===== config.mk =====
export PLATFORM = sky130hd
export DESIGN_NAME = board_top
export DESIGN_NICKNAME = d
export VERILOG_FILES = /design/src/logic/board_pkg.sv /design/src/logic/spill_cut.sv /design/src/logic/rtc_divider.sv /design/src/logic/fan_ctrl.sv /design/src/logic/board_pads.sv /design/src/logic/board_top.sv
export SDC_FILE = /design/constraint.sdc
export NUM_CORES = 1
export LEC_CHECK = 0
export BUFFER_PORTS_ARGS = -buffer_cell sky130_fd_sc_hd__buf_4
export CAP_MARGIN = 20
export CORE_UTILIZATION = 47
export DETAILED_ROUTE_END_ITERATION = 7
export GPL_TIMING_DRIVEN = 0
export PLACE_DENSITY = 0.76
export SLEW_MARGIN = 15
export SYNTH_ARGS = -nofsm -noshare
export SYNTH_HDL_FRONTEND = slang
export SYNTH_SLANG_ARGS = --single-unit

===== constraint.sdc =====
create_clock -name soc_clk -period 6.5 [get_ports soc_clk]
set_input_delay 0.975 -clock soc_clk [delete_from_list [all_inputs] [get_ports soc_clk]]
set_output_delay 0.975 -clock soc_clk [all_outputs]
set_load 0.01 [all_outputs]

===== src/logic/board_pkg.sv =====
package board_pkg;

  //////////////////////////////////////////////////
  // Memory path widths
  //////////////////////////////////////////////////

  localparam int soc_addr_w  = 48;
  localparam int dram_addr_w = 30;
  localparam int data_w      = 64;

  // Request as issued by the SoC
  typedef struct packed {
    logic [soc_addr_w-1:0] addr;
    logic                  we;
    logic [data_w-1:0]     wdata;
    logic [data_w/8-1:0]   strb;
  } soc_req_t;

  // Request after narrowing to the DRAM window
  typedef struct packed {
    logic [dram_addr_w-1:0] addr;
    logic                   we;
    logic [data_w-1:0]      wdata;
    logic [data_w/8-1:0]    strb;
  } dram_req_t;

  typedef struct packed {
    logic [data_w-1:0] rdata;
    logic              err;
  } mem_rsp_t;

  //////////////////////////////////////////////////
  // Board constants
  //////////////////////////////////////////////////

  // 50 MHz down to 1 MHz
  localparam int rtc_half_period = 25;
  localparam int rtc_cnt_w       = $clog2(rtc_half_period);

  // Short prescale keeps the PWM period at 64 cycles
  localparam int fan_prescale = 4;
  localparam int fan_pre_w    = $clog2(fan_prescale);

  localparam int sync_stages = 2;

endpackage


===== src/logic/spill_cut.sv =====
module spill_cut #(
  parameter type payload_t = logic
) (
  input  logic     soc_clk,
  input  logic     rst_n,
  input  payload_t in_data_i,
  input  logic     in_valid_i,
  output logic     in_ready_o,
  output payload_t out_data_o,
  output logic     out_valid_o,
  input  logic     out_ready_i
);

  // Main slot drives the output, spill slot catches one extra item
  payload_t a_data_q;
  payload_t b_data_q;
  logic     a_full_q;
  logic     b_full_q;

  logic a_fire;
  logic in_fire;
  logic load_a_in;
  logic load_a_spill;
  logic load_b;

  assign a_fire  = a_full_q && out_ready_i;
  assign in_fire = in_valid_i && in_ready_o;

  // New item goes straight to main if it is empty or draining
  assign load_a_in    = in_fire && (!a_full_q || a_fire);
  assign load_a_spill = b_full_q && a_fire;
  assign load_b       = in_fire && a_full_q && !a_fire;

  always_ff @(posedge soc_clk or negedge rst_n) begin
    if (!rst_n) begin
      a_full_q <= 1'b0;
      b_full_q <= 1'b0;
    end else begin
      if (a_fire) begin
        a_full_q <= b_full_q;
      end
      if (load_a_in) begin
        a_full_q <= 1'b1;
      end
      if (load_b) begin
        b_full_q <= 1'b1;
      end else if (load_a_spill) begin
        b_full_q <= 1'b0;
      end
    end
  end

  always_ff @(posedge soc_clk) begin
    if (load_a_spill) begin
      a_data_q <= b_data_q;
    end else if (load_a_in) begin
      a_data_q <= in_data_i;
    end
    if (load_b) begin
      b_data_q <= in_data_i;
    end
  end

  // Ready comes from a flop only, no path from out_ready_i
  assign in_ready_o  = !b_full_q;
  assign out_valid_o = a_full_q;
  assign out_data_o  = a_data_q;

  // Stalled output holds valid and payload
  assert property (@(posedge soc_clk) disable iff (!rst_n)
    out_valid_o && !out_ready_i |=> out_valid_o && $stable(out_data_o));

  // No third item while both slots are occupied
  assert property (@(posedge soc_clk) disable iff (!rst_n)
    a_full_q && b_full_q |=> a_full_q && $stable(b_data_q));

endmodule


===== src/logic/rtc_divider.sv =====
module rtc_divider (
  input  logic soc_clk,
  input  logic rst_n,
  output logic rtc_o
);

  import board_pkg::*;

  logic [rtc_cnt_w-1:0] cnt_q;
  logic                 rtc_q;
  logic                 cnt_wrap;

  assign cnt_wrap = (cnt_q == rtc_cnt_w'(rtc_half_period - 1));

  // Toggle once per half period
  always_ff @(posedge soc_clk or negedge rst_n) begin
    if (!rst_n) begin
      cnt_q <= '0;
      rtc_q <= 1'b0;
    end else if (cnt_wrap) begin
      cnt_q <= '0;
      rtc_q <= !rtc_q;
    end else begin
      cnt_q <= cnt_q + 1'b1;
    end
  end

  assign rtc_o = rtc_q;

  // Counter stays inside its half period
  assert property (@(posedge soc_clk) disable iff (!rst_n)
    cnt_q <= rtc_cnt_w'(rtc_half_period - 1));

endmodule


===== src/logic/fan_ctrl.sv =====
module fan_ctrl (
  input  logic       soc_clk,
  input  logic       rst_n,
  input  logic [3:0] pwm_setting_i,
  output logic       fan_pwm_o
);

  import board_pkg::*;

  logic [fan_pre_w-1:0] pre_q;
  logic [3:0]           step_q;
  logic [3:0]           setting_q;
  logic                 pwm_q;
  logic                 step_adv;
  logic                 period_end;

  assign step_adv   = (pre_q == fan_pre_w'(fan_prescale - 1));
  assign period_end = step_adv && (step_q == 4'hf);

  //////////////////////////////////////////////////
  // Prescaler and step counter
  //////////////////////////////////////////////////

  always_ff @(posedge soc_clk or negedge rst_n) begin
    if (!rst_n) begin
      pre_q     <= '0;
      step_q    <= '0;
      setting_q <= '0;
    end else begin
      pre_q <= step_adv ? '0 : pre_q + 1'b1;
      if (step_adv) begin
        step_q <= step_q + 1'b1;
      end
      // New switch value only at a period boundary
      if (period_end) begin
        setting_q <= pwm_setting_i;
      end
    end
  end

  // High for the first setting steps of each period
  always_ff @(posedge soc_clk or negedge rst_n) begin
    if (!rst_n) begin
      pwm_q <= 1'b0;
    end else begin
      pwm_q <= (step_q < setting_q);
    end
  end

  assign fan_pwm_o = pwm_q;

endmodule


===== src/logic/board_pads.sv =====
module board_pads (
  input  logic soc_clk,
  input  logic rst_n,
  input  logic spi_sck_i,
  input  logic spi_sck_en_i,
  input  logic spi_csb_i,
  input  logic spi_csb_en_i,
  input  logic spi_mosi_i,
  input  logic spi_mosi_en_i,
  output logic spi_miso_o,
  output logic sd_sclk_o,
  output logic sd_cmd_o,
  output logic sd_dat3_o,
  input  logic sd_dat0_i,
  input  logic sd_cd_i,
  output logic sd_cd_o,
  input  logic i2c_scl_i,
  input  logic i2c_scl_en_i,
  input  logic i2c_sda_i,
  input  logic i2c_sda_en_i,
  output logic i2c_scl_soc_o,
  output logic i2c_sda_soc_o,
  input  logic i2c_scl_pad_i,
  input  logic i2c_sda_pad_i,
  output logic i2c_scl_oe_o,
  output logic i2c_sda_oe_o
);

  import board_pkg::*;

  // Bit order per stage is {cd, sda, scl}
  logic [sync_stages-1:0][2:0] sync_q;

  // SD card in SPI mode, idle high when the host releases a pin
  assign sd_sclk_o  = spi_sck_en_i  ? spi_sck_i  : 1'b1;
  assign sd_dat3_o  = spi_csb_en_i  ? spi_csb_i  : 1'b1;
  assign sd_cmd_o   = spi_mosi_en_i ? spi_mosi_i : 1'b1;
  assign spi_miso_o = sd_dat0_i;

  // Open drain, pull low only for a driven zero
  assign i2c_scl_oe_o = i2c_scl_en_i && !i2c_scl_i;
  assign i2c_sda_oe_o = i2c_sda_en_i && !i2c_sda_i;

  //////////////////////////////////////////////////
  // Input synchronizers
  //////////////////////////////////////////////////

  // I2C lines idle high, card detect idles low
  always_ff @(posedge soc_clk or negedge rst_n) begin
    if (!rst_n) begin
      sync_q <= {sync_stages{3'b011}};
    end else begin
      sync_q <= {sync_q[sync_stages-2:0], {sd_cd_i, i2c_sda_pad_i, i2c_scl_pad_i}};
    end
  end

  assign i2c_scl_soc_o = sync_q[sync_stages-1][0];
  assign i2c_sda_soc_o = sync_q[sync_stages-1][1];
  assign sd_cd_o       = sync_q[sync_stages-1][2];

endmodule


===== src/logic/board_top.sv =====
module board_top (
  input  logic                soc_clk,
  input  logic                rst_n,
  input  board_pkg::soc_req_t  soc_req_i,
  input  logic                soc_req_valid_i,
  output logic                soc_req_ready_o,
  output board_pkg::mem_rsp_t  soc_rsp_o,
  output logic                soc_rsp_valid_o,
  input  logic                soc_rsp_ready_i,
  output board_pkg::dram_req_t dram_req_o,
  output logic                dram_req_valid_o,
  input  logic                dram_req_ready_i,
  input  board_pkg::mem_rsp_t  dram_rsp_i,
  input  logic                dram_rsp_valid_i,
  output logic                dram_rsp_ready_o,
  output logic                rtc_o,
  input  logic [3:0]          fan_sw_i,
  output logic                fan_pwm_o,
  input  logic                spi_sck_i,
  input  logic                spi_sck_en_i,
  input  logic                spi_csb_i,
  input  logic                spi_csb_en_i,
  input  logic                spi_mosi_i,
  input  logic                spi_mosi_en_i,
  output logic                spi_miso_o,
  output logic                sd_sclk_o,
  output logic                sd_cmd_o,
  output logic                sd_dat3_o,
  input  logic                sd_dat0_i,
  input  logic                sd_cd_i,
  output logic                sd_cd_o,
  input  logic                i2c_scl_i,
  input  logic                i2c_scl_en_i,
  input  logic                i2c_sda_i,
  input  logic                i2c_sda_en_i,
  output logic                i2c_scl_soc_o,
  output logic                i2c_sda_soc_o,
  input  logic                i2c_scl_pad_i,
  input  logic                i2c_sda_pad_i,
  output logic                i2c_scl_oe_o,
  output logic                i2c_sda_oe_o
);

  import board_pkg::*;

  //////////////////////////////////////////////////
  // Memory path
  //////////////////////////////////////////////////

  // DRAM only sees the low address window
  dram_req_t req_narrow;

  assign req_narrow = '{
    addr:  soc_req_i.addr[dram_addr_w-1:0],
    we:    soc_req_i.we,
    wdata: soc_req_i.wdata,
    strb:  soc_req_i.strb
  };

  spill_cut #(
    .payload_t ( dram_req_t )
  ) i_req_cut (
    .soc_clk     ( soc_clk          ),
    .rst_n       ( rst_n            ),
    .in_data_i   ( req_narrow       ),
    .in_valid_i  ( soc_req_valid_i  ),
    .in_ready_o  ( soc_req_ready_o  ),
    .out_data_o  ( dram_req_o       ),
    .out_valid_o ( dram_req_valid_o ),
    .out_ready_i ( dram_req_ready_i )
  );

  spill_cut #(
    .payload_t ( mem_rsp_t )
  ) i_rsp_cut (
    .soc_clk     ( soc_clk          ),
    .rst_n       ( rst_n            ),
    .in_data_i   ( dram_rsp_i       ),
    .in_valid_i  ( dram_rsp_valid_i ),
    .in_ready_o  ( dram_rsp_ready_o ),
    .out_data_o  ( soc_rsp_o        ),
    .out_valid_o ( soc_rsp_valid_o  ),
    .out_ready_i ( soc_rsp_ready_i  )
  );

  //////////////////////////////////////////////////
  // RTC, fan and pads
  //////////////////////////////////////////////////

  rtc_divider i_rtc_divider (
    .soc_clk ( soc_clk ),
    .rst_n   ( rst_n   ),
    .rtc_o   ( rtc_o   )
  );

  fan_ctrl i_fan_ctrl (
    .soc_clk       ( soc_clk   ),
    .rst_n         ( rst_n     ),
    .pwm_setting_i ( fan_sw_i  ),
    .fan_pwm_o     ( fan_pwm_o )
  );

  board_pads i_board_pads (
    .soc_clk       ( soc_clk       ),
    .rst_n         ( rst_n         ),
    .spi_sck_i     ( spi_sck_i     ),
    .spi_sck_en_i  ( spi_sck_en_i  ),
    .spi_csb_i     ( spi_csb_i     ),
    .spi_csb_en_i  ( spi_csb_en_i  ),
    .spi_mosi_i    ( spi_mosi_i    ),
    .spi_mosi_en_i ( spi_mosi_en_i ),
    .spi_miso_o    ( spi_miso_o    ),
    .sd_sclk_o     ( sd_sclk_o     ),
    .sd_cmd_o      ( sd_cmd_o      ),
    .sd_dat3_o     ( sd_dat3_o     ),
    .sd_dat0_i     ( sd_dat0_i     ),
    .sd_cd_i       ( sd_cd_i       ),
    .sd_cd_o       ( sd_cd_o       ),
    .i2c_scl_i     ( i2c_scl_i     ),
    .i2c_scl_en_i  ( i2c_scl_en_i  ),
    .i2c_sda_i     ( i2c_sda_i     ),
    .i2c_sda_en_i  ( i2c_sda_en_i  ),
    .i2c_scl_soc_o ( i2c_scl_soc_o ),
    .i2c_sda_soc_o ( i2c_sda_soc_o ),
    .i2c_scl_pad_i ( i2c_scl_pad_i ),
    .i2c_sda_pad_i ( i2c_sda_pad_i ),
    .i2c_scl_oe_o  ( i2c_scl_oe_o  ),
    .i2c_sda_oe_o  ( i2c_sda_oe_o  )
  );

endmodule


# --- Word level (Yosys, flattened, before mapping) ---
# Index checks and enable logic that the tools add are counted.
word_totals:
  register_bits: 363
  in_bits: 210
  output_inout_bits: 183
  elab_cells: 80
op_classes:
  addsub: 3
  n_lt_le_gt_ge: 1
  n_eq_ne: 3
  muxes: 17
  reduce_logical: 32
ops:
  columns: ["op", "count"]
  rows:
  - ["$mux W103", 2]
  - ["$mux W65", 2]
  - ["$logic_and A1 B1 Y1", 15]
  - ["$reduce_bool A2 Y1", 6]
  - ["$mux W1", 11]
  - ["$logic_not A1 Y1", 9]
  - ["$add A5 B1 Y5 const B", 1]
  - ["$eq A5 B5 Y1 const B", 1]
  - ["$mux W5", 1]
  - ["$add A4 B1 Y4 const B", 1]
  - ["$eq A4 B4 Y1 const B", 1]
  - ["$lt A4 B4 Y1", 1]
  - ["$add A2 B1 Y2 const B", 1]
  - ["$eq A2 B2 Y1 const B", 1]
  - ["$logic_or A1 B1 Y1", 2]
  - ["$mux W2", 1]

# --- Logic depth before layout (Yosys ltp) ---
depth:
  depth_word: 5
  mapped_depth: 5

# --- Modules after synthesis ---
# From an unflattened synthesis, not the netlist that was laid out.
unflattened:
  hier_cells: 623
  hier_area_um2: 13551.7
modules_own_cells:
  columns: ["mod", "instances", "cells_per_inst", "area_each_um2", "seq_area_each_um2"]
  rows:
  - ["spill_cut (i_req_cut)", 1, 333, 7563.5, 6236.0]
  - ["spill_cut (i_rsp_cut)", 1, 215, 5008.6, 3953.8]
  - ["fan_ctrl", 1, 36, 488.0, 275.3]
  - ["rtc_divider", 1, 27, 282.8, 150.1]
  - ["board_pads", 1, 12, 209.0, 155.1]

# --- Worst setup path after synthesis ---
# No wires, ideal clock.
synth_path:
  path_type: "input to register"
  from: "input soc_req_valid_i"
  to: "register i_req_cut.a_data_q (netlist bit i_req_cut.out_data_o[0]), enable pin"
  setup_ps: 598
  t_arrival_ps: 6040
  setup_slack_ps: -138
  cell_stages: 2
  n_path_buf: 0
  path_cell_list: "nand2_1 a21oi_1"
synth_between:
  elab_chain_len: 3
synth_rtl:
  columns: ["item", "line", "rtl"]
  rows:
  - ["start, declared", "board_top.sv:5", "input logic soc_req_valid_i,"]
  - ["$logic_and A1 B1 Y1", "spill_cut.sv:27", "assign in_fire = in_valid_i && in_ready_o;"]
  - ["$logic_and A1 B1 Y1", "spill_cut.sv:30", "assign load_a_in = in_fire && (!a_full_q || a_fire);"]
  - ["$reduce_bool A2 Y1 (no line)", null, null]
  - ["end signal, assigned", "spill_cut.sv:55", "a_data_q <= b_data_q;"]
  - ["end signal, assigned", "spill_cut.sv:57", "a_data_q <= in_data_i;"]
  - ["end, declared", "spill_cut.sv:15", "payload_t a_data_q;"]
# No other way between the ends.
# A chain may end at the register's enable or synchronous reset.

# --- Worst setup path in the final report ---
layout_path:
  from: "input spi_mosi_i"
  to: "output sd_cmd_o"
layout_between:
  elab_chain_len: 1
layout_rtl:
  columns: ["item", "line", "rtl"]
  rows:
  - ["start, declared", "board_top.sv:23", "input logic spi_mosi_i,"]
  - ["$mux W1", "board_pads.sv:37", "assign sd_cmd_o = spi_mosi_en_i ? spi_mosi_i : 1'b1;"]
  - ["end, declared", "board_top.sv:27", "output logic sd_cmd_o,"]
# No other way between the ends.

==> results.md <==
- Status: finished, final reports clean
- Most frequent cells in the layout: 375 x buf_4, 336 x edfxtp_1, 103 x mux2_2
- H-tree depth: 2
- Worst slew margin: 61.6%
- Fin Setup TNS: 0 ns
- Bufs on Longest Clock Path: 3
- Footprint of the multi-input gates: 2620 µm²
- DRT Pass-1 Iters: 4
- Global-route wire length before repair: 42900 µm
- Detailed Place HPWL: 20800 µm
- Clk slew on worst S/H paths: 0.06 ns
- Crit end category: output pin
- Starting Density: 48.4%
- Worst setup path category: primary input to output pin
- Minimum clock period: 2.32 ns
- Worst Hold Class: flip-flop to flip-flop
- Routed WL: 29000 µm
- Synth Area per Inst: 21.8 µm²
- Antenna Cells: 0
- Yosys reg bits: 363
- Pwr dens: 413 nW/µm²
- Syn Nets: 840
- CTS buffer count: 39
- Port bufs: 373
- Reg area: 10800 µm²
- Io pins: 393
- Synth Instances: 623
- Number of global-route vias before repair: 7633
- Leading cell type in the layout, fill and taps excluded: buf_4
- DR vias/cell: 4.96
- Total gr overflow: 0
- Final period util: 35.7%
- Sink Count: 363
- Final setup viols: 0
- Post-CTS Hold Fix Bufs: 0
- Ranking of synthesized cells by area: edfxtp_1 74%, mux2_2 8.5%, mux2_4 7.7%
- Area Growth Syn to Fin: 36.1%
- Ys flop type: edfxtp_1
- Async S/R FF share, synth: 7.44%
- Final hold vios: 0
- Clock root cell: clkbuf_16
- Routability cong.: 0.759
- Detailed-route wire length per cell: 20.0 µm
- Worst VDD drop: 0.271 mV
- Critical path fanouts, max: 1
- Clk_lat worst skew: 0.52 ns
- Nature of the critical path startpoint: primary input
- Dpl cell area: 17200 µm²
- ANT nets after route: 0
- Final clock skew: 0.0222 ns
- Yosys warns: 0
- Vias: 7207
- Setup bufs post-CTS: 0
- Max-slew violation count: 0
- Top-area cell type share of the netlist area: 74.3%
- Final Cell Area: 18500 µm²
- Seq/Total Area, Yosys: 79.3%
- Initial antenna violation count: 0
- DR DRC count: 0
- Mapped cell area: 13600 µm²
- GR Util All Layers: 19.3%
- Area leader, netlist: edfxtp_1
- RSZ-0062 raised after global routing: no
- Slew of the pin with the lowest slew margin: 0.575 ns
- Tot Pwr: 7.64 mW
- Fmax: 431 MHz
- Worst path required time: 5.52 ns
- Fillers: 1907
- Distinct cell type count after synthesis: 28
- Pleak: 7.40 nW
- Area of the core: 28100 µm²
- Share of cells above drive strength 1: 59.3%
- Die Ht: 172 µm
- Post-cts resize count: 0
- Number of synthesized flops with an enable pin: 336
- CP arrival: 1.35 ns
- Die X: 172 µm
- Fin util: 65.8%
- Max-Cap Viols: 0
- Largest net degree at the start of global routing: 57
- DRT iter0 DRCs: 401
- Rows: 61
- CTS tree: built
- Die area: 29600 µm²
- # nets final: 1265
critical path, cell delays in order:
cell and delay, ns:
buf_4 0.10, nand2b_1 0.13, buf_4 0.14
routing by layer:
layer | vias to the layer above | routed length (µm) | global-route usage, %
met2 | 312 | 14300 | 32.5
li1 | 3297 | - | -
met1 | 3542 | 10700 | 21.9
met5 | - | 0 | 0
met3 | 56 | 3170 | 8.08
met4 | 0 | 883 | 7.27
flip-flops by register name (all words and copies together) (netlist names):
name	flops
i_fan_ctrl.setting_q	4
i_req_cut.b_data_q	103
i_req_cut.b_full_q	1
i_board_pads.sd_cd_o	1
i_board_pads.i2c_sda_soc_o	1
i_req_cut.out_valid_o	1
i_rtc_divider.rtc_o	1
i_req_cut.out_data_o	103
i_rsp_cut.b_full_q	1
i_rsp_cut.b_data_q	65
i_rtc_divider.cnt_q	5
i_board_pads.i2c_scl_soc_o	1
i_board_pads.sync_q	3
i_fan_ctrl.fan_pwm_o	1
i_rsp_cut.out_data_o	65
i_fan_ctrl.pre_q	2
i_fan_ctrl.step_q	4
i_rsp_cut.out_valid_o	1
layout make-up:
cell class / count / area share [%]
well taps: 378 / 2.56
repair buffers: 384 / 16.7
inverters: 10 / 0.203
plain buffers: 20 / 1.00
multi-input cells: 230 / 14.2
clock buffers: 47 / 5.56
clock inverters: 21 / 1.54
flip-flops and latches: 363 / 58.3
cell usage after synthesis (2+ instances only):
| cell type | count |
|---|---|
| nor2b_1 | 5 |
| xnor2_1 | 3 |
| a21oi_1 | 6 |
| nand3_1 | 3 |
| mux2_4 | 70 |
| nand4_1 | 2 |
| buf_2 | 4 |
| ha_1 | 7 |
| inv_1 | 10 |
| xor2_1 | 3 |
| o21ai_0 | 4 |
| mux2_2 | 103 |
| buf_4 | 2 |
| nor2_1 | 5 |
| and3_1 | 2 |
| buf_6 | 13 |
| dfstp_2 | 4 |
| nand2_1 | 7 |
| dfrtp_1 | 23 |
| nand2b_1 | 4 |
| edfxtp_1 | 336 |
through the flow:
step           std cells  worst slack [ns]  hold WS (ns)
2_1_floorplan        623              1.77         0.331
3_3_place_gp        1374            0.0657         0.334
3_5_place_dp        1385              3.69         0.336
4_1_cts             1453              4.17         0.347
5_1_grt             1453              4.14         0.355
6_report            1453              4.18         0.343
cells by family (layout without fill, tap and decap cells):
kind of cell	Yosys count	after routing	synth area share, %
xor+xnor	6	6	0.387
simple gates	32	32	1.25
flops	363	363	79.3
buf+inv	30	482	1.64
mux	173	173	16.3
compound gates	12	12	0.498
fa+ha+maj	7	7	0.645
where the power goes:
group	total, mW	internal (mW)	switching, mW
clock network	2.26	1.40	0.858
logic	1.97	1.00	0.969
registers	3.41	3.25	0.155
total	7.64	5.65	1.98
final timing paths:
check	startpoint	endpoint	slack (ns)	cells after the start
min in group asynchronous	rst_n	i_board_pads.sd_cd_o$_DFF_PN0_	0.36	1
max	spi_mosi_i	sd_cmd_o	4.18	3
min reg2reg	i_board_pads.sync_q[2]$_DFF_PN0_	i_board_pads.sd_cd_o$_DFF_PN0_	0.34	0
min	i_board_pads.sync_q[2]$_DFF_PN0_	i_board_pads.sd_cd_o$_DFF_PN0_	0.34	0
max in group asynchronous	rst_n	i_board_pads.sync_q[0]$_DFF_PN1_	5.82	1
max reg2reg	i_req_cut.out_valid_o$_DFFE_PN0P_	i_req_cut.b_data_q[82]$_DFFE_PP_	4.33	4
Power figures use the tool's default switching activity.
